[src/design/controlStore_settings.svh]
/*
   control store settings
   microword geometry, store depth and field positions
*/
`ifndef CONTROLSTORE_SETTINGS_SVH
`define CONTROLSTORE_SETTINGS_SVH

// full microword width
`define CS_WORD_W 64
// control store address width and depth
`define CS_ADDR_W 8
`define CS_DEPTH 256
// internal data bus width, one slice of the microword
`define CS_SLICE_W 16

// field positions inside a microword
`define CS_NEXT_LSB 0
`define CS_SEQOP_LSB 8
// control bits sit above the 2-bit sequencing opcode
`define CS_CTRL_LSB (`CS_SEQOP_LSB + 2)
`define CS_CTRL_W (`CS_WORD_W - `CS_CTRL_LSB)

`endif

[src/design/csPkg.sv]
/*
   control store package
   sequencing opcode type shared by the sequencer and the MIR
*/
`default_nettype none

package csPkg;

   // sequencing opcodes held in bits 9:8 of a microword
   // seqNext       uPC + 1
   // seqJump       nextAddr
   // seqJumpIfFlag nextAddr when flag is set, else uPC + 1
   // seqHold       uPC unchanged
   typedef enum logic [1:0] {
      seqNext       = 2'd0,
      seqJump       = 2'd1,
      seqJumpIfFlag = 2'd2,
      seqHold       = 2'd3
   } seqOpT;

endpackage

`default_nettype wire

[src/design/microSequencer.sv]
/*
   microsequencer, pipeline stage 1
   keeps the microprogram counter and picks the next address
*/
`timescale 1ns/1ns
`default_nettype none
`include "controlStore_settings.svh"

module microSequencer (
   input  wire logic                  clk,
   input  wire logic                  rstN,
   // host control that hands uPC to the host while run is low
   input  wire logic                  run,
   input  wire logic [`CS_ADDR_W-1:0] hostAddr,
   // branch condition from the CPU
   input  wire logic                  flag,
   // sequencing fields decoded by the MIR
   input  wire csPkg::seqOpT          seqOp,
   input  wire logic [`CS_ADDR_W-1:0] nextAddr,
   output logic      [`CS_ADDR_W-1:0] uPC
);

   logic [`CS_ADDR_W-1:0] uPCInc;
   logic [`CS_ADDR_W-1:0] uPCNext;

   // increment wraps at the top of the store
   assign uPCInc = uPC + `CS_ADDR_W'(1);

   // next address selection
   always_comb begin
      if (!run) begin
         // host owns the address while stopped
         uPCNext = hostAddr;
      end else begin
         case (seqOp)
            csPkg::seqNext: begin
               uPCNext = uPCInc;
            end
            csPkg::seqJump: begin
               uPCNext = nextAddr;
            end
            csPkg::seqJumpIfFlag: begin
               // branch taken only on flag
               uPCNext = flag ? nextAddr : uPCInc;
            end
            csPkg::seqHold: begin
               uPCNext = uPC;
            end
            default: begin
               uPCNext = uPCInc;
            end
         endcase
      end
   end

   // microprogram counter
   always_ff @(posedge clk or negedge rstN) begin
      if (!rstN) begin
         uPC <= '0;
      end else begin
         uPC <= uPCNext;
      end
   end

endmodule

`default_nettype wire

[config.mk]
export PLATFORM = sky130hd
export DESIGN_NAME = microSequencer
export DESIGN_NICKNAME = d
export VERILOG_FILES = /design/src/design/csPkg.sv /design/src/design/microSequencer.sv
export VERILOG_INCLUDE_DIRS = /design/src /design/src/design
export SDC_FILE = /design/constraint.sdc
export NUM_CORES = 1
export LEC_CHECK = 0
export ABC_AREA = 1
export BUFFER_PORTS_ARGS = -buffer_cell sky130_fd_sc_hd__buf_4
export CAP_MARGIN = 0
export CORE_AREA = 5 5 46 48
export DETAILED_ROUTE_END_ITERATION = 12
export DIE_AREA = 0 0 51 53
export PLACE_DENSITY_LB_ADDON = 0.08
export SLEW_MARGIN = 20
export SYNTH_ARGS = -nofsm -noshare
export SYNTH_HDL_FRONTEND = slang
export SYNTH_SLANG_ARGS = --single-unit
[constraint.sdc]
create_clock -name clk -period 1.6 [get_ports clk]
set_input_delay 0.32 -clock clk [delete_from_list [all_inputs] [get_ports clk]]
set_output_delay 0.32 -clock clk [all_outputs]
set_load 0.01 [all_outputs]
==> flow_metrics.tcl <==
set metrics [dict create \
    hold_violations 0 \
    yosysMostFrequentCell "nand2_1" \
    rsz0062_at_grt "no" \
    first_pass_iters 4 \
    postLayoutCoreUtil 0.5970 \
    period_minus_slack_ps 1358 \
    worstPathMaxFanout 5 \
    switching_power_w 0.0002667 \
    setup_violations 0 \
    initial_core_util 0.4375 \
    cts_resized 0 \
    routed_via_density 5.024 \
    reg.largest.list "uPC: 8 flops" \
    antenna_found_initial 0 \
    grt_pass1_vias 739 \
    drt_iter0_markers 47 \
    ys_seq_area_frac 0.2740 \
    finalSetupTns_ps 0 \
    ios 30 \
    grt_max_degree 12 \
    portBuffers 29 \
    hp-class "primary input to flip-flop" \
    num_rows 15 \
    drive_above_1_share 0.2781 \
    relSlewSlack 0.8119 \
    root_buffer "clkbuf_4" \
    whs_path_depth 3 \
    path_buf_inv 1 \
    synth-edff-count 0 \
    worstPathCellList "ha_1, nand3_1, nand2_1, inv_1, o21ai_1, nand2_1, nand2_1, nand2_1" \
    power.density_mw_per_mm2 712.5 \
    vdd_drop_max_mv 0.2846 \
    ant_nets 0 \
    fin_crit_sh 0.8489 \
    gr-total-overflow 0 \
    finalNetCount 179 \
    p_clk_frac 0.235 \
    p_leak_nw 0.5647 \
    coreArea_mm2 0.001670 \
    largest_register "uPC" \
    critPathMaxStageDelay_ps 440 \
    finalMaxSlewViolations 0 \
    synth_commonest_cells "nand2_1, nor2_1, nand3_1" \
    synth_fp_nets 145 \
    final_area_um2 997.2 \
    area_growth_pct 36.47 \
    max_cap_viol_count 0 \
    drc 0 \
    syn-instance-count 119 \
    die-width_um 51 \
    grt_usage 0.1627 \
    postPlaceCellArea_um2 964.7 \
    worstSkewPairLatency_ps 270 \
    pwr-share-seq 0.385 \
    critPathTopFamily "flip-flops" \
    total_power_w 0.0007105 \
    max_freq_ghz 0.7362 \
    end_kind "flip-flop" \
    required_ps 1760 \
    synth_top_area_frac 0.2740 \
    clockBufferDepth 2 \
    power.internal_w 0.0004438 \
    fin_worst_skew_ps 4.076 \
    numCtsBuffers 3 \
    die_area_mm2 0.002703 \
    synth_cell_types 20 \
    synth_warnings 0 \
    dpl.hpwl_mm 1.545 \
    grt_pass1_wl_mm 3.277 \
    wl_per_cell_um 11.79 \
    cts.sinks 8 \
    crit_type "flip-flop to flip-flop" \
    cp-start-kind "flip-flop" \
    num_vias 844 \
    synth_top_flop_cell "dfrtp_1" \
    netlist_area_um2 730.7 \
    largest_reg_flops 8 \
    synth_async_sr_flop_share 1.000 \
    post_cts_buffers 0 \
    ctsHoldBuffers 1 \
    rrSetupSlack_ps 240 \
    routabilityCongestion 0.8551 \
    yosys-top-cells-area "dfrtp_1, nand2_1, nand3_1" \
    status "complete, no violations" \
    cts_tree "built" \
    yosysTopAreaCell "dfrtp_1" \
    ys_ff_latch 8 \
    tightest_slew_ps 282.2 \
    critical-path-slowest-cell "dfrtp_1" \
    arrival_ps 1510 \
    htree_levels 1 \
    reg2reg_depth 8 \
    cp_num_cells 8 \
    wl_mm 1.981 \
    combPwrFrac 0.380 \
    fp.dieH_um 53 \
    crit_top_cell "nand2_1" \
    path_clk_slew_ps 60 \
    avgSynthCellArea_um2 6.140 \
    p_sw_frac 0.3754 \
    antennaDiodeCount 0 \
]
path summary, 6_finish.rpt:
path	from	end
worst max-delay path	uPC[0]	uPC[4]
worst min-delay path	hostAddr[1]	uPC[1]
worst max register to register	uPC[0]	uPC[4]
worst min register to register	uPC[6]	uPC[6]
max in group asynchronous	rstN	uPC[4]
min in group asynchronous	rstN	uPC[7]
worst reg2reg max path, cell delays in order (launching register included):
cell,delay (ps)
dfrtp_1,440
ha_1,280
nand3_1,130
nand2_1,80
inv_1,40
o21ai_1,110
nand2_1,60
nand2_1,60
nand2_1,50
stage by stage:
step	worst slack [ps]	cells	hold slack, ps
5_1_grt	157.8	168	282.1
4_1_cts	249.1	168	275.2
3_3_place_gp	212.5	164	145.0
6_report	241.7	168	274.2
2_1_floorplan	371.6	119	24.41
3_5_place_dp	174.1	164	147.0
layout make-up:
| type | count | area, um2 |
|---|---|---|
| Clock buffer | 3 | 22.52 |
| Fill cell | 171 | 673.1 |
| Inverter | 15 | 56.30 |
| Multi-Input combinational cell | 95 | 469.2 |
| Sequential cell | 8 | 200.2 |
| Tap cell | 17 | 21.27 |
| Timing Repair Buffer | 30 | 227.7 |
cell families after synthesis:
group | Yosys count | share of synthesized area
simple gates | 80 | 0.4658
buf+inv | 16 | 0.08389
compound gates | 9 | 0.08391
flops | 8 | 0.2740
fa+ha+maj | 4 | 0.06850
xor+xnor | 2 | 0.02398
power groups by stage:
stage	Sequential (W)	Clock, W	Combinational, W
final	0.000274	0.000167	0.000270
after global routing	0.000278	0.000184	0.000301
after global placement	0.000274	0	0.000264
after CTS	0.000273	0.000169	0.000270
after floorplan	0.000279	0	0.000140
after detailed placement	0.000276	0	0.000267
placed cells by master (no fill, tap or decap), types with 3 or more instances in the layout:
master    instances
a21oi_1           4
buf_4            29
clkbuf_4          3
dfrtp_1           8
ha_1              4
inv_1            12
inv_2             3
nand2_1          47
nand3_1          13
nor2_1           14
nor2_2            3
layer usage:
metal / track usage / wire, um / vias to the layer above
met4: 0.1076 / 50 / 0
met1: 0.2031 / 886 / 366
met3: 0.01972 / 127 / 5
met5: 0 / 0 / -
met2: 0.2618 / 917 / 38
li1: - / - / 435
Power figures use the tool's default switching activity.
