--- config.mk ---
export PLATFORM = sky130hd
export DESIGN_NAME = microWordRegister
export DESIGN_NICKNAME = d
export VERILOG_FILES = /design/src/design/csPkg.sv /design/src/design/microWordRegister.sv
export VERILOG_INCLUDE_DIRS = /design/src /design/src/design
export SDC_FILE = /design/constraint.sdc
export NUM_CORES = 1
export LEC_CHECK = 0
export BUFFER_PORTS_ARGS = -buffer_cell sky130_fd_sc_hd__buf_2
export CAP_MARGIN = 20
export CORE_ASPECT_RATIO = 1.1
export CORE_MARGIN = 1.5
export CORE_UTILIZATION = 39
export DETAILED_ROUTE_END_ITERATION = 7
export GPL_TIMING_DRIVEN = 0
export PLACE_DENSITY = 0.87
export SLEW_MARGIN = 30
export SYNTH_ARGS = -nofsm -noshare
export SYNTH_HDL_FRONTEND = slang
export SYNTH_SLANG_ARGS = --single-unit
--- constraint.sdc ---
create_clock -name clk -period 0.85 [get_ports clk]
set_input_delay 0 -clock clk [delete_from_list [all_inputs] [get_ports clk]]
set_output_delay 0 -clock clk [all_outputs]
set_load 0.01 [all_outputs]
--- src/design/controlStore_settings.svh ---
/*
   control store settings
   microword geometry, store depth and field positions
*/
`ifndef CONTROLSTORE_SETTINGS_SVH
`define CONTROLSTORE_SETTINGS_SVH

// full microword width
`define CS_WORD_W 64
// control store address width and depth
`define CS_ADDR_W 8
`define CS_DEPTH 256
// internal data bus width, one slice of the microword
`define CS_SLICE_W 16

// field positions inside a microword
`define CS_NEXT_LSB 0
`define CS_SEQOP_LSB 8
// control bits sit above the 2-bit sequencing opcode
`define CS_CTRL_LSB (`CS_SEQOP_LSB + 2)
`define CS_CTRL_W (`CS_WORD_W - `CS_CTRL_LSB)

`endif

--- src/design/csPkg.sv ---
/*
   control store package
   sequencing opcode type shared by the sequencer and the MIR
*/
`default_nettype none

package csPkg;

   // sequencing opcodes held in bits 9:8 of a microword
   // seqNext       uPC + 1
   // seqJump       nextAddr
   // seqJumpIfFlag nextAddr when flag is set, else uPC + 1
   // seqHold       uPC unchanged
   typedef enum logic [1:0] {
      seqNext       = 2'd0,
      seqJump       = 2'd1,
      seqJumpIfFlag = 2'd2,
      seqHold       = 2'd3
   } seqOpT;

endpackage

`default_nettype wire

--- src/design/microWordRegister.sv ---
/*
   microinstruction register, pipeline stage 3
   holds the word read from the store and splits out its fields
*/
`timescale 1ns/1ns
`default_nettype none
`include "controlStore_settings.svh"

module microWordRegister (
   input  wire logic                  clk,
   input  wire logic                  rstN,
   // word from the control store read port
   input  wire logic [`CS_WORD_W-1:0] rdData,
   // whole word for host read-back
   output logic      [`CS_WORD_W-1:0] mirWord,
   // sequencing fields back to stage 1
   output csPkg::seqOpT               seqOp,
   output logic      [`CS_ADDR_W-1:0] nextAddr,
   // control field seen by the rest of the CPU
   output logic      [`CS_CTRL_W-1:0] ctrlBits
);

   // capture every edge, no enable
   always_ff @(posedge clk or negedge rstN) begin
      if (!rstN) begin
         mirWord <= '0;
      end else begin
         mirWord <= rdData;
      end
   end

   // field decode
   // a cleared MIR reads as seqNext
   assign seqOp    = csPkg::seqOpT'(mirWord[`CS_SEQOP_LSB +: $bits(csPkg::seqOpT)]);
   assign nextAddr = mirWord[`CS_NEXT_LSB +: `CS_ADDR_W];
   assign ctrlBits = mirWord[`CS_CTRL_LSB +: `CS_CTRL_W];

endmodule

`default_nettype wire

==> results of run 1 <==
-- area by class of cell --
cell class | count | area, um2 | area share
diodes | 1 | 2.502 | 0.0005332
plain buffers | 64 | 720.7 | 0.1536
clock buffers | 12 | 135.1 | 0.02879
clock inverters | 4 | 45.04 | 0.009597
flip-flops and latches | 64 | 1602 | 0.3412
well taps | 58 | 72.57 | 0.01546
repair buffers | 257 | 2116 | 0.4508
-- kinds of logic after synthesis --
kind of cell	after synthesis	synth area share
buffers and inverters	64	0.2308
DFF	64	0.7692
-- Yosys cell counts --
| master | instances | share of area |
|---|---|---|
| dfrtp_1 | 64 | 0.77 |
| buf_4 | 64 | 0.23 |
-- cells in the final DEF (no fill, tap or decap) --
cell,Yosys,layout
buf_6,0,145
buf_2,0,111
dlygate4sd3_1,0,64
dfrtp_1,64,64
clkbuf_8,0,9
clkinv_2,0,3
clkbuf_1,0,3
diode_2,0,1
bufinv_16,0,1
buf_4,64,1
-- metrics by stage --
step / total power [mW] / utilization
detailed placement: 4.249 / 0.6163
global route: 7.698 / 0.9262
finish: 7.390 / 0.9262
CTS: 7.235 / 0.9072
global placement: 4.214 / 0.6158
floorplan: 3.719 / -
-- where the power goes --
group / total [mW] / internal, mW / switching [mW]
registers: 3.35 / 3.20 / 0.146
logic: 1.56 / 1.00 / 0.559
clock network: 2.48 / 1.34 / 1.14
-- layer usage --
layer,vias up,GRT usage
met5,-,0
met4,0,0.1717
met3,42,0.08333
met2,135,0.5743
met1,971,0.2727
li1,862,-
-- repair_timing --
action                     4_1_cts  5_1_grt
hold endpoints to repair       128       64
gates resized for setup        131       15
cloned                           0        0
setup endpoints to repair      117      128
-- worst max path at each step --
stage                      from           to  slack [ns]  cells after the start
floorplan           mirWord[10]  mirWord[10]        0.31                      1
global route        mirWord[13]  mirWord[13]       -0.19                      2
detailed placement         rstN   mirWord[9]        0.19                      1
global placement           rstN  mirWord[20]       -0.33                      1
CTS                 mirWord[44]  mirWord[44]       -0.14                      2
finish              mirWord[11]  mirWord[11]       -0.17                      2
==> qor.yml, run 1 <==
status: "finished, violations left"
violations: "hold timing, setup timing"
place_area_um2: 3123
ant_nets: 0
multi_input_area_um2: 0
die_h_um: 79.63
hold_class: "in -> async"
fmax_ghz: 0.9787
first_global_vias: 2247
fillers: 169
clock_sinks: 64
detail_route.vias_per_cell: 4.370
grt_max_degree: 65
grt_pass1_wl_um: 12100
synthCells: 128
wirelength_um: 8917
largest_register_ffs: 64
fin_ws_ns: -0.1717
instances_no_fill: 460
regMostFlops: "mirWord"
met2_length_um: 5064
coreArea_um2: 5067
cp_slowest_cell: "dfrtp_1"
clockRootBuffer: "clkbuf_8"
grt-ovfl-total: 0
crit_chain: "buf_6 -> buf_6"
postCtsHoldBufs: 64
grt_usage: 0.2993
crit_fanout: 2
finalSetupViolCount: 128
rows: 27
drv_cap: 0
worst_ep_arrival_time_ns: 1.02
avgSynthCellArea_um2: 16.27
synth_nets: 194
die_x_um: 72.67
finalSetupTns_ns: -9.262
design_area_um2: 4693
hold_slack_ns: -0.2526
ir_drop_v: 0.001206
io_buffer_count: 193
synth_cell_types: 2
finalHoldViolations: 64
dp_cells: 379
cts_max_path_buffers: 2
yosysSeqAreaShare: 0.7692
drt_first_iter_violations: 66
antenna_found_initial: 1
cts_buffers: 9
multi_input_gates: 0
cp-end-kind: "output pin"
worst_slew_pin_slew_ns: 0.7757
cts_tree: "built"
firstDrtPassIters: 4
initial_core_util: 0.4109
drive_above_1_share: 0.6733
critPathKind: "reg -> out"
reg.largest.list: "mirWord x64"
areaGrowthSynthToFinish_pct: 125.4
finalCritPeriodShare: 1.202
rsz0062_at_grt: "true"
period_minus_slack_ns: 1.022
wl_met3_um: 555
path_delay_family: "flip-flops"
power-per-cell-area_nw_per_um2: 1575
io-pin-count: 194
wl_met1_um: 2844
post_drt_wl_per_cell_um: 19.38
h-tree-depth: 3
worstPathRequired_ns: 0.85
clkTransAtPathRegs_ns: 0.07
place_ws_ns: 0.1914
nets: 462
topRoutingLayerUsed: "met4"
place_hpwl_um: 4062
leakage_nw: 2.426
cp_num_buf_inv: 2
postCtsSetupRepairBufs: 0
syn-cell-area_um2: 2082
maxSlewViolCount: 0
slowest_delay_ns: 0.44
yosysWarnings: 0
vias: 2010
die_area_um2: 5786
place.gp.congestion: 0.7371
slew_headroom: 0.4829
postSynthRegisterBits: 64
cpMostUsedCell: "buf_6"
drc: 0
cp-start-kind: "flip-flop"
Power figures use the tool's default switching activity.
==> run 2, diff against run 1 <==
CTS_BUF_LIST = sky130_fd_sc_hd__clkbuf_8 sky130_fd_sc_hd__clkbuf_16   (was unset)
==> run 2 against run 1 <==
Net effect: the flow still finishes with violations (hold timing, setup timing); first-iteration DRC count up 3.0%; global-route usage unchanged; core utilization unchanged; largest cell class unchanged; largest power group unchanged; highest routed layer unchanged.
==> qor.yml, run 2 (synthesis gave the netlist of run 1 again) <==
internal_power_mw: 5.512
ant_nets: 0
cp-start-kind: "flip-flop"
vias: 2015
p_seq_frac: 0.455
dp_cells: 379
io-pin-count: 194
worst_ep_arrival_time_ns: 1.03
fillers: 169
cpMostUsedCell: "buf_6"
critPathKind: "reg -> out"
reg.largest.list: "mirWord x64"
p_sw_frac: 0.2506
cp_slowest_cell: "dfrtp_1"
grt_pass1_wl_um: 12100
finalHoldViolations: 64
multi_input_area_um2: 0
detail_route.vias_per_cell: 4.380
regMostFlops: "mirWord"
post_drt_wl_per_cell_um: 19.43
maxSlewViolCount: 0
crit_fanout: 2
power-per-cell-area_nw_per_um2: 1567
areaGrowthSynthToFinish_pct: 125.4
slowest_delay_ns: 0.44
nets: 462
cts_buffers: 9
initial_core_util: 0.4109
rsz0062_at_grt: "true"
firstDrtPassIters: 4
grt-ovfl-total: 0
io_buffer_count: 193
fin_ws_ns: -0.1752
cts_max_path_buffers: 2
clockPowerShare: 0.332
place_hpwl_um: 4062
wirelength_um: 8938
largest_register_ffs: 64
ir_drop_v: 0.001211
grt_usage: 0.2993
slew_headroom: 0.4843
worstPathRequired_ns: 0.85
place_ws_ns: 0.1914
grt_max_degree: 65
die_h_um: 79.63
multi_input_gates: 0
rows: 27
drt_first_iter_violations: 68
power.switching_mw: 1.843
cp-end-kind: "output pin"
layout_commonest_cell: "buf_6"
antenna_found_initial: 1
clock_sinks: 64
crit_chain: "buf_6 -> buf_6"
finalSetupViolCount: 128
postCtsSetupRepairBufs: 0
hold_class: "in -> async"
clockRootBuffer: "clkbuf_8"
worst_slew_pin_slew_ns: 0.7736
layout_common_cells: "145 x buf_6, 111 x buf_2, 64 x dlygate4sd3_1, 64 x dfrtp_1, 9 x clkbuf_8"
cts_tree: "built"
h-tree-depth: 3
hold_slack_ns: -0.2558
p_comb_frac: 0.212
fmax_ghz: 0.9754
postCtsHoldBufs: 64
clkTransAtPathRegs_ns: 0.07
first_global_vias: 2247
coreArea_um2: 5067
leakage_nw: 2.438
die_area_um2: 5786
instances_no_fill: 460
drc: 0
die_x_um: 72.67
status: "finished, violations left"
drv_cap: 0
finalCritPeriodShare: 1.206
drive_above_1_share: 0.6733
violations: "hold timing, setup timing"
place.gp.congestion: 0.7371
period_minus_slack_ns: 1.025
[run 2: changes by cell type in the layout (fill, tap and decap cells not counted)]
cell	before	now
clkbuf_1	3	0
inv_1	0	3
[run 2: critical path: cells and delay by family, from the launching register on]
family | cells | cell delay (ns)
DFF | 1 | 0.44
buffers and inverters | 2 | 0.26
[run 2: metrics by stage]
step	power (mW)	util	area, um2	setup TNS (ns)
5_1_grt	7.665	0.9262	4693	-13.55
6_report	7.354	0.9262	4693	-9.359
3_5_place_dp	4.249	0.6163	3123	0
3_3_place_gp	4.214	0.6158	3120	-21.21
4_1_cts	7.201	0.9072	4597	-8.290
2_1_floorplan	3.719	-	2082	0
[run 2: worst max path at each step]
stage                 from          end  slack, ns  cells past startpoint
3_5_place_dp          rstN   mirWord[9]       0.19                      1
5_1_grt        mirWord[13]  mirWord[13]      -0.19                      2
4_1_cts        mirWord[44]  mirWord[44]      -0.14                      2
6_report       mirWord[11]  mirWord[11]      -0.18                      2
2_1_floorplan  mirWord[10]  mirWord[10]       0.31                      1
3_3_place_gp          rstN  mirWord[20]      -0.33                      1
[run 2: repair_timing]
action / CTS / global route
endpoints found under the hold margin: 128 / 64
pin swaps: 0 / 0
resized for setup: 131 / 15
setup endpoints to repair: 118 / 128
[run 2: power groups by stage]
stage | Clock, mW | Sequential, mW | Combinational, mW
after floorplan | 0 | 3.41 | 0.304
after CTS | 2.43 | 3.32 | 1.45
after detailed placement | 0 | 3.34 | 0.909
after global routing | 2.67 | 3.36 | 1.63
final | 2.45 | 3.35 | 1.56
after global placement | 0 | 3.33 | 0.882
[run 2: routing by layer]
metal	routed length [um]	track usage
met5	0	0
met4	448	0.1717
met3	570	0.08333
met2	5081	0.5743
met1	2837	0.2727
[run 2: area by class of cell]
type	count	area, um2	area share
buffer	64	720.7	0.1536
sequential	64	1602	0.3412
clock buffer	9	123.9	0.02639
timing repair buffer	257	2116	0.4508
antenna	1	2.502	0.0005332
clock inverter	7	56.30	0.01200
tap	58	72.57	0.01546
