$ cat config.mk
export PLATFORM = sky130hd
export DESIGN_NAME = csTransceiver
export DESIGN_NICKNAME = d
export VERILOG_FILES = /design/src/design/csTransceiver.sv
export VERILOG_INCLUDE_DIRS = /design/src /design/src/design
export SDC_FILE = /design/constraint.sdc
export NUM_CORES = 1
export LEC_CHECK = 0
export BUFFER_PORTS_ARGS = -buffer_cell sky130_fd_sc_hd__buf_2
export CAP_MARGIN = 40
export CORE_ASPECT_RATIO = 1.4
export CORE_UTILIZATION = 41
export DETAILED_ROUTE_END_ITERATION = 7
export PLACE_DENSITY = 0.76
export SLEW_MARGIN = 20
export SYNTH_ARGS = -nofsm -noshare
export SYNTH_HDL_FRONTEND = slang
export SYNTH_SLANG_ARGS = --single-unit
$ cat constraint.sdc
create_clock -name clk -period 1.4 [get_ports clk]
set_clock_uncertainty 0.15 [all_clocks]
set_input_delay 0.07 -clock clk [delete_from_list [all_inputs] [get_ports clk]]
set_output_delay 0.07 -clock clk [all_outputs]
set_load 0.005 [all_outputs]
$ cat src/design/controlStore_settings.svh
/*
   control store settings
   microword geometry, store depth and field positions
*/
`ifndef CONTROLSTORE_SETTINGS_SVH
`define CONTROLSTORE_SETTINGS_SVH

// full microword width
`define CS_WORD_W 64
// control store address width and depth
`define CS_ADDR_W 8
`define CS_DEPTH 256
// internal data bus width, one slice of the microword
`define CS_SLICE_W 16

// field positions inside a microword
`define CS_NEXT_LSB 0
`define CS_SEQOP_LSB 8
// control bits sit above the 2-bit sequencing opcode
`define CS_CTRL_LSB (`CS_SEQOP_LSB + 2)
`define CS_CTRL_W (`CS_WORD_W - `CS_CTRL_LSB)

`endif

$ cat src/design/csTransceiver.sv
/*
   control store transceiver
   moves 16-bit slices between the internal data bus and the microword
*/
`timescale 1ns/1ns
`default_nettype none
`include "controlStore_settings.svh"

module csTransceiver (
   input  wire logic                   clk,
   input  wire logic                   rstN,
   // internal data bus
   input  wire logic [`CS_SLICE_W-1:0] idbIn,
   output logic      [`CS_SLICE_W-1:0] idbOut,
   // MIR contents for read-back
   input  wire logic [`CS_WORD_W-1:0]  mirWord,
   // staging word waiting for a commit
   output logic      [`CS_WORD_W-1:0]  stagedWord,
   // active-low strobes and slice enables
   input  wire logic                   wcsN,
   input  wire logic                   ecslN,
   input  wire logic [3:0]             ewN
);

   logic [1:0] sliceSel;
   logic       sliceValid;

   // priority select, lowest low enable wins
   always_comb begin
      sliceValid = 1'b1;
      if (!ewN[0]) begin
         sliceSel = 2'd0;
      end else if (!ewN[1]) begin
         sliceSel = 2'd1;
      end else if (!ewN[2]) begin
         sliceSel = 2'd2;
      end else if (!ewN[3]) begin
         sliceSel = 2'd3;
      end else begin
         // nothing enabled
         sliceSel   = 2'd0;
         sliceValid = 1'b0;
      end
   end

   // bus to staging word, only the chosen slice changes
   always_ff @(posedge clk or negedge rstN) begin
      if (!rstN) begin
         stagedWord <= '0;
      end else if (!wcsN && sliceValid) begin
         stagedWord[sliceSel*`CS_SLICE_W +: `CS_SLICE_W] <= idbIn;
      end
   end

   // MIR slice to bus
   // driven only in read direction with the output enable low
   assign idbOut = (wcsN && !ecslN && sliceValid) ?
                   mirWord[sliceSel*`CS_SLICE_W +: `CS_SLICE_W] : '0;

endmodule

`default_nettype wire

==> impl_metrics.csv, run 1 <==
group,metric,value,unit
place,io_buffers,167,
floorplanning,rows,38,
critical_path,regToRegStartpoint,"stagedWord[23]$_DFFE_PN0P_",
detailed_routing,dr.first_iter.drc_count,168,
logic_synthesis,synth_cell_types,31,
clock_network,root_buffer,"clkbuf_8",
clock_network,clk-insertion-delay-late,330,ps
logic_synthesis,syn_avg_cell_area,11.1,um^2
cells_and_area,final_common_cell,"buf_2",
cells_and_area,reg.largest.list,"stagedWord: 64 flops",
power,total_power,4.30,mW
floorplanning,boundaryPins,168,
logic_synthesis,synth_nets,390,
floorplanning,fp.dieH,108,um
global_routing,grt_util_all_layers,26.5,%
timing,setup_ws,-18.5,ps
critical_path,max_stage_delay,410,ps
clock_network,clk_pin_slew,60,ps
power,switching_share,27.5,%
critical_path,path_delay_family,"buffers and inverters",
logic_synthesis,synth_area_leaders,"dfrtp_1, a21boi_0, nor2b_1",
critical_path,start_kind,"input pin",
global_routing,grt_pass1_vias,3359,
detailed_routing,drc,0,
critical_path,setup.worst_path.class,"input pin to output pin",
worst_hold_path,worstHoldPathType,"input pin to asynchronous set/reset pin",
floorplanning,floorplan.initialDensity,42.4,%
critical_path,cp-end-kind,"output pin",
cells_and_area,largest-register,"stagedWord",
flow_run,maxCapViolCount,0,
power,power.density,845,nW/um^2
critical_path,critPathSlowestCell,"or3b_4",
place,place_congestion,0.785,
timing,max_freq,705,MHz
power,p_leak,2.56,nW
power,ir_drop,0.761,mV
timing,slew-limit-headroom,77.9,%
power,intPower,3.12,mW
critical_path,critPathLaunch,"ewN[3]",
detailed_routing,routed_wl,11300,um
critical_path,reg2reg_depth,2,
cells_and_area,drive_gt1_share,52.6,%
critical_path,path_common_cell,"buf_6",
global_routing,grt_max_degree,65,
timing,setup_viol,4,
critical_path,path_buf_inv,4,
power,power_switching,1.18,mW
floorplanning,die_x,77.9,um
logic_synthesis,yosys_warnings,0,
cells_and_area,layout_common_cells,"buf_2, dfrtp_1, nor2b_1",
detailed_routing,via_per_inst,5.63,
clock_network,h-tree-depth,3,
global_routing,grt_pass1_wl,17000,um
logic_synthesis,synthCells,299,
detailed_routing,firstDrtPassIters,4,
cells_and_area,syn2layout_area_growth,53.6,%
critical_path,worstPathArrival,1200,ps
critical_path,r2r-end,"stagedWord[23]$_DFFE_PN0P_",
timing,worst_pin_slew,332,ps
cells_and_area,finalNetCount,592,
place,hpwl,7690,um
power,seq_power_share,46.6,%
logic_synthesis,synth.largest_area_cell,"dfrtp_1",
detailed_routing,ant_nets,0,
timing,rsz0062_at_grt,"true",
detailed_routing,route.vias.total,3420,
logic_synthesis,syn_area,3310,um^2
global_routing,antenna_found_initial,2,
critical_path,crit_fanout,7,
run_status,violations,"negative setup slack",
global_routing,grt_overflow,0,
power,clkPwrFrac,31.2,%
clock_network,cts_tree,"yes",
run_status,status,"finished with violations",
critical_path,reg2reg_slack,380,ps
clock_network,ctsLongestPathBuffers,2,
cells_and_area,largest_reg_flops,64,
clock_network,cts_made_buffers,9,
detailed_routing,wire_per_inst,18.5,um
clock_network,cts.sinks,64,
place,place_ws,-310,ps
timing,period_share,101,%
timing,period_needed,1420,ps
power,pwr-share-comb,22.2,%
critical_path,path_cells,"buf_6 -> buf_6 -> nand2_2 -> or3b_4 -> buf_8 -> o22ai_2 -> buf_2",
logic_synthesis,ys_seq_elements,64,
logic_synthesis,synth_top_area_share,48.4,%
critical_path,required,1180,ps
floorplanning,coreArea,7800,um^2
timing,finalHoldViolCount,0,
logic_synthesis,yosysSeqAreaShare,48.4,%
floorplanning,die-area,8440,um^2
timing,drv_slew,0,
stage by stage:
stage / instance area, um^2 / setup TNS [ps] / std cells / utilization (%) / hold slack [ps]
floorplan: 3440 / -13240 / 299 / - / -376
global placement: 4490 / -18340 / 565 / 57.6 / -49.3
detailed placement: 4490 / -20360 / 565 / 57.6 / -43.1
CTS: 4990 / 0 / 602 / 64.0 / 132
global route: 5080 / -358 / 606 / 65.1 / 161
finish: 5080 / -47.5 / 608 / 65.2 / 120
power groups by stage:
| stage | sequential (mW) | clock (mW) | combinational [mW] |
|---|---|---|---|
| 2_1_floorplan | 2.04 | 0 | 0.389 |
| 3_3_place_gp | 2.04 | 0 | 0.814 |
| 3_5_place_dp | 2.03 | 0 | 0.835 |
| 4_1_cts | 2.00 | 1.36 | 0.920 |
| 5_1_grt | 2.01 | 1.45 | 1.03 |
| 6_report | 2.00 | 1.34 | 0.955 |
how the worst max path moves through the flow:
stage | end | slack [ps] | depth (start not counted)
CTS | idbOut[6] | 1 | 6
detailed placement | stagedWord[10]$_DFFE_PN0P_ | -310 | 8
global placement | stagedWord[62]$_DFFE_PN0P_ | -270 | 9
floorplan | stagedWord[22]$_DFFE_PN0P_ | -330 | 7
finish | idbOut[4] | -20 | 7
global route | idbOut[4] | -40 | 7
what timing repair did:
action,CTS,global route
gates cloned,1,0
pin swaps,6,13
buffers inserted,3,5
resized for setup,29,11
endpoints found under the setup margin,16,49
hold buffers,17,0
hold endpoints to repair,112,0
worst min-delay path, stage by stage:
cell,delay (ps)
dlygate4sd3_1,510
buf_2,120
buf_12,290
synth_stat cells (all sizes together):
library cell and number:
dfrtp 64, nor2b 33, a21boi 32, a31o 32, a21oi 18, clkbuf 17, a22o 16, a22oi 16
a32o 16, o22ai 16, buf 15, nand2 4, ha 3, inv 3, nand2b 3, and2 2
a2111oi 1, a211oi 1, a41oi 1, and2b 1, and4b 1, nor2 1, nor4 1, or2 1
or3b 1
area by class of cell:
class,instances,area [um^2]
clock inverter,4,20.0
sequential,64,1600
clock buffer,12,145
inverter,3,11.3
fill,611,2710
timing repair buffer,223,1460
antenna,2,5.00
tap,100,125
multi-input combinational,200,1720
metal layers:
layer  GRT usage [%]  vias up  share of wire [%]
li1                -     1556                  -
met4            9.92        0                3.5
met2            49.2      178                 51
met3            7.51       27                8.2
met1            28.4     1659                 37
met5               0        -                  0
logic make-up after synthesis:
group                    Yosys count  share of synthesized area [%]
adder cells (fa/ha/maj)            3                           1.13
AO/OA/AOI/OAI                    149                           35.9
flip-flops                        64                           48.4
buffers and inverters             35                           4.91
AND/OR/NAND/NOR                   48                           9.68
Power figures use the tool's default switching activity.
==> run 2: changes to the inputs <==
==> constraint.sdc (replaced) <==
create_clock -name clk -period 1.4 [get_ports clk]
set_clock_uncertainty 0.15 [all_clocks]
set_input_delay 0.21 -clock clk [delete_from_list [all_inputs] [get_ports clk]]
set_output_delay 0.21 -clock clk [all_outputs]
set_load 0.005 [all_outputs]
==> run 2 against run 1 <==
  * The flow still finishes with violations (negative setup slack)
  * Worst hold slack lost 91 ps
  * Cell area grew 2.4%
  * Core utilization grew 1.5 points
  * Cell count shrank 1.8%
  * Sequential share of layout area shrank 0.73 points
  * Clock power grew 6%
  * Global-route usage grew 0.72 points
  * Sequential power is essentially flat
  * Setup slack lost 320 ps
  * Via count grew 0.73%
  * Maximum frequency shrank 18%
  * Largest cell class unchanged
  * Largest power group unchanged
==> impl_metrics.csv, run 2 (synthesis gave the netlist of run 1 again) <==
group,metric,value,unit
power,power_switching,1.21,mW
timing,rsz0062_at_grt,"true",
critical_path,max_stage_delay,250,ps
worst_hold_path,worstHoldPathType,"input pin to register",
cells_and_area,final_common_cell,"buf_2",
global_routing,grt_util_all_layers,27.2,%
clock_network,root_buffer,"clkbuf_8",
critical_path,critPathLaunch,"ewN[3]",
timing,tns,-19550,ps
global_routing,grt_max_degree,65,
cells_and_area,reg.largest.list,"stagedWord: 64 flops",
cells_and_area,drive_gt1_share,56.1,%
run_status,violations,"negative setup slack",
power,intPower,3.23,mW
critical_path,worstPathArrival,1850,ps
timing,setup_ws,-339,ps
clock_network,clk_pin_slew,60,ps
cells_and_area,antenna_cells,0,
critical_path,path_cells,"buf_6 -> buf_6 -> buf_4 -> a21oi_4 -> ha_4 -> buf_6 -> a2111oi_4 -> buf_4 -> buf_12 -> a31o_1",
detailed_routing,route.vias.total,3445,
critical_path,path_common_cell,"buf_6",
floorplanning,die_x,77.9,um
power,power.density,853,nW/um^2
critical_path,critPathSlowestCell,"ha_4",
critical_path,regToRegStartpoint,"stagedWord[40]$_DFFE_PN0P_",
critical_path,setup.worst_path.class,"input pin to register",
detailed_routing,firstDrtPassIters,5,
power,total_power,4.44,mW
global_routing,antenna_found_initial,0,
floorplanning,die-area,8440,um^2
timing,setup_viol,80,
global_routing,grt_pass1_vias,3411,
power,seq_power_share,45.2,%
flow_run,maxCapViolCount,0,
clock_network,cts_tree,"yes",
timing,worst_pin_slew,389,ps
critical_path,reg2reg_slack,370,ps
floorplanning,floorplan.initialDensity,42.4,%
power,pwr-share-comb,22.7,%
clock_network,clk-insertion-delay-late,330,ps
power,clkPwrFrac,32.1,%
worst_hold_path,hold_depth,2,
floorplanning,rows,38,
critical_path,required,1520,ps
detailed_routing,dr.first_iter.drc_count,142,
place,placed_cells,567,
place,place_congestion,0.794,
power,switching_share,27.3,%
cells_and_area,layout_common_cells,"buf_2, dfrtp_1, nor2b_1, a21boi_0, buf_4",
floorplanning,coreArea,7800,um^2
detailed_routing,ant_nets,0,
cells_and_area,finalNetCount,585,
place,hpwl,7900,um
global_routing,grt_pass1_wl,17400,um
worst_hold_path,min_from,"idbIn[15]",
detailed_routing,wire_per_inst,19.9,um
detailed_routing,drc,0,
timing,period_needed,1740,ps
cells_and_area,largest_reg_flops,64,
place,place_ws,-485,ps
worst_hold_path,worstHoldEndpoint,"stagedWord[15]$_DFFE_PN0P_",
critical_path,reg2reg_depth,2,
timing,slew-limit-headroom,74.1,%
clock_network,ctsLongestPathBuffers,2,
critical_path,r2r-end,"stagedWord[40]$_DFFE_PN0P_",
timing,period_share,124,%
clock_network,cts.sinks,64,
cells_and_area,syn2layout_area_growth,57.3,%
place,io_buffers,167,
detailed_routing,routed_wl,11900,um
timing,finalHoldViolCount,0,
clock_network,h-tree-depth,3,
clock_network,cts_made_buffers,9,
cells_and_area,largest-register,"stagedWord",
floorplanning,boundaryPins,168,
global_routing,grt_overflow,0,
run_status,status,"finished with violations",
floorplanning,fp.dieH,108,um
power,p_leak,2.63,nW
power,ir_drop,0.809,mV
critical_path,start_kind,"input pin",
cells_and_area,stdcell_count,597,
detailed_routing,via_per_inst,5.77,
timing,max_freq,575,MHz
timing,drv_slew,0,
critical_path,crit_fanout,8,
critical_path,cp-end-kind,"register",
## run 2: cell count changes in the layout (fill, tap and decap cells not counted), moves of 3 or more
cell and delta:
dlygate4sd3_1 -16, a31o_4 +11, buf_2 +3, clkinv_2 -4
buf_4 +3, buf_8 -4, buf_6 +3, clkbuf_16 +3
o22ai_1 -3, a31o_2 -11
## run 2: metal layers
layer | track usage, % | wire [um]
met1 | 29.9 | 4330
met2 | 49.6 | 6270
met3 | 5.65 | 953
met4 | 13.6 | 301
met5 | 0 | 0
## run 2: timing repair
action | CTS | global route
hold endpoints to repair | 64 | 0
hold buffers | 1 | 0
pin swaps | 5 | 20
cloned | 3 | 2
resized for setup | 15 | 21
setup buffers | 7 | 3
setup endpoints to repair | 80 | 80
## run 2: power groups by stage
stage	Clock [mW]	Combinational, mW	Sequential, mW
after CTS	1.43	0.961	2.01
final	1.42	1.01	2.01
after detailed placement	0	0.875	2.04
after floorplan	0	0.423	2.04
after global placement	0	0.853	2.04
after global routing	1.51	1.08	2.02
## run 2: cell type report
class                           instances  area (um^2)
Fill cell                             573         2590
Multi-Input combinational cell        200         1860
Sequential cell                        64         1600
Timing Repair Buffer                  216         1430
Clock buffer                           14          173
Tap cell                              100          125
Inverter                                3         11.3
## run 2: worst max path at each step
| stage | cells after the start | end | slack (ps) |
|---|---|---|---|
| CTS | 7 | idbOut[8] | -340 |
| global placement | 7 | idbOut[8] | -420 |
| global route | 11 | stagedWord[24]$_DFFE_PN0P_ | -380 |
| floorplan | 7 | stagedWord[22]$_DFFE_PN0P_ | -470 |
| detailed placement | 9 | stagedWord[62]$_DFFE_PN0P_ | -480 |
| finish | 10 | stagedWord[24]$_DFFE_PN0P_ | -340 |
## run 2: critical path, delay by kind of cell
family | cells | cell delay, ps
compound gates | 3 | 580
fa+ha+maj | 1 | 250
buf+inv | 6 | 810
## run 2: through the flow
step,utilization [%],area [um^2],hold WS [ps]
final,66.8,5200,29.5
after detailed placement,59.2,4610,96.0
after global placement,59.2,4610,92.2
after CTS,64.2,5010,15.2
after global routing,66.8,5200,29.7
after floorplan,-,3560,-236
==> run 3: changes to the inputs <==
--- a/config.mk
+++ b/config.mk
@@ -11,7 +11,7 @@
 export CORE_ASPECT_RATIO = 1.4
 export CORE_UTILIZATION = 41
 export DETAILED_ROUTE_END_ITERATION = 7
-export PLACE_DENSITY = 0.76
+export PLACE_DENSITY = 0.82
 export SLEW_MARGIN = 20
 export SYNTH_ARGS = -nofsm -noshare
 export SYNTH_HDL_FRONTEND = slang
==> run 3 against run 2 <==
  * The flow still finishes with violations (negative setup slack)
  * Via count fell by 1.9%
  * Non-clock buffer count rose by 6
  * Setup slack improved by 38 ps
  * Routed wire length fell by 5.6%
  * Sequential share of layout area rose by 0.62 points
  * Largest cell class unchanged
  * Largest power group unchanged
==> impl_metrics.csv, run 3 (synthesis gave the netlist of run 1 again) <==
group,metric,value,unit
run_status,status,"finished with violations",
run_status,violations,"negative setup slack",
place,io_buffers,167,
global_routing,antenna_found_initial,0,
cells_and_area,fill_cells,599,
floorplanning,rows,38,
power,p_leak,2.59,nW
critical_path,required,1040,ps
cells_and_area,layout_common_cells,"buf_2, dfrtp_1, buf_4",
flow_run,maxCapViolCount,0,
critical_path,critPathSlowestCell,"or3b_4",
power,power.density,852,nW/um^2
place,postPlaceCellArea,4670,um^2
cells_and_area,syn2layout_area_growth,54.2,%
clock_network,root_buffer,"clkbuf_8",
floorplanning,coreArea,7800,um^2
power,ir_drop,0.950,mV
timing,finalHoldViolCount,0,
cells_and_area,reg.largest.list,"stagedWord: 64 flops",
cells_and_area,final_common_cell,"buf_2",
detailed_routing,wire_per_inst,18.5,um
clock_network,cts_made_buffers,9,
timing,drv_slew,0,
cells_and_area,antenna_cells,0,
critical_path,crit_fanout,8,
critical_path,worstPathArrival,1340,ps
cells_and_area,largest-register,"stagedWord",
cells_and_area,drive_gt1_share,56.4,%
detailed_routing,firstDrtPassIters,5,
floorplanning,boundaryPins,168,
global_routing,grt_util_all_layers,25.9,%
timing,rsz0062_at_grt,"true",
clock_network,clk-insertion-delay-late,340,ps
timing,setup_viol,80,
critical_path,max_stage_delay,420,ps
floorplanning,die_x,77.9,um
detailed_routing,routed_wl,11200,um
clock_network,ctsLongestPathBuffers,2,
clock_network,cts.sinks,64,
timing,period_needed,1700,ps
critical_path,path_cells,"buf_8 -> buf_12 -> nand2_4 -> or3b_4 -> buf_16 -> o22ai_2 -> buf_2",
clock_network,cts_tree,"yes",
timing,slew-limit-headroom,78.4,%
power,total_power,4.35,mW
global_routing,grt_pass1_vias,3294,
timing,period_share,121,%
timing,max_freq,588,MHz
timing,worst_pin_slew,324,ps
cells_and_area,fin_util,65.4,%
critical_path,cp-end-kind,"output pin",
critical_path,setup.worst_path.class,"input pin to output pin",
detailed_routing,via_per_inst,5.58,
detailed_routing,ant_nets,0,
cells_and_area,finalNetCount,591,
floorplanning,floorplan.initialDensity,42.4,%
clock_network,h-tree-depth,3,
critical_path,path_buf_inv,4,
floorplanning,die-area,8440,um^2
place,hpwl,7920,um
detailed_routing,drc,0,
detailed_routing,dr.first_iter.drc_count,96,
worst_hold_path,worstHoldPathType,"input pin to register",
critical_path,path_delay_family,"buffers and inverters",
global_routing,grt_max_degree,48,
detailed_routing,route.vias.total,3378,
floorplanning,fp.dieH,108,um
cells_and_area,postLayoutCellArea,5100,um^2
timing,setup_ws,-301,ps
clock_network,clk_pin_slew,70,ps
cells_and_area,largest_reg_flops,64,
place,place_congestion,0.819,
global_routing,grt_overflow,0,
global_routing,grt_pass1_wl,16700,um
critical_path,start_kind,"input pin",
[run 3: changes by cell type in the layout (fill, tap and decap cells not counted), moves of 4 or more]
cell and delta:
buf_6 +6, a31o_2 +10, buf_4 +4, a31o_4 -10
[run 3: final cells by class]
cell class | count | area, um^2 | area share, %
Clock buffer | 13 | 149 | 2.92
Sequential cell | 64 | 1600 | 31.4
Inverter | 3 | 11.3 | 0.221
Clock inverter | 3 | 17.5 | 0.343
Multi-Input combinational cell | 200 | 1760 | 34.5
Tap cell | 100 | 125 | 2.45
Timing Repair Buffer | 222 | 1440 | 28.2
[run 3: path summary, 6_finish.rpt]
path,startpoint,to,slack [ps],cells after the start
hold reg to reg,stagedWord[50]$_DFFE_PN0P_,stagedWord[50]$_DFFE_PN0P_,340,1
hold / removal,idbIn[7],stagedWord[7]$_DFFE_PN0P_,10,2
setup reg to reg,stagedWord[41]$_DFFE_PN0P_,stagedWord[41]$_DFFE_PN0P_,380,2
min in group asynchronous,rstN,stagedWord[61]$_DFFE_PN0P_,240,3
max in group asynchronous,rstN,stagedWord[18]$_DFFE_PN0P_,630,3
setup / recovery,ewN[2],idbOut[0],-300,7
[run 3: power breakdown]
| group | switching, mW | internal (mW) | total, mW |
|---|---|---|---|
| combinational | 0.475 | 0.497 | 0.972 |
| sequential | 0.0539 | 1.95 | 2.00 |
| clock | 0.686 | 0.687 | 1.37 |
| total | 1.21 | 3.13 | 4.35 |
[run 3: per-layer routing]
metal  track usage, %  share of wire [%]  routed length, um  up-vias
met5                0                  0                  0        -
met4             9.26                1.7                193        0
met3             5.74                7.9                889       17
met2             48.9                 53               5910      165
met1             28.3                 37               4200     1647
li1                 -                  -                  -     1549
[run 3: what timing repair did]
| item | in CTS | in global routing |
|---|---|---|
| gates resized for setup | 21 | 10 |
| hold endpoints to repair | 66 | 0 |
| buffers inserted | 6 | 4 |
| gates cloned | 2 | 1 |
| hold buffers | 2 | 0 |
| setup endpoints to repair | 80 | 80 |
| pin swaps | 7 | 7 |
[run 3: through the flow]
step	cells	hold slack, ps	TNS [ps]	worst slack, ps
CTS	600	5.39	-12690	-308
global placement	573	65.0	-35240	-532
detailed placement	574	73.0	-33540	-514
finish	605	13.4	-14420	-301
global route	605	11.4	-18560	-330
floorplan	299	-236	-25150	-470
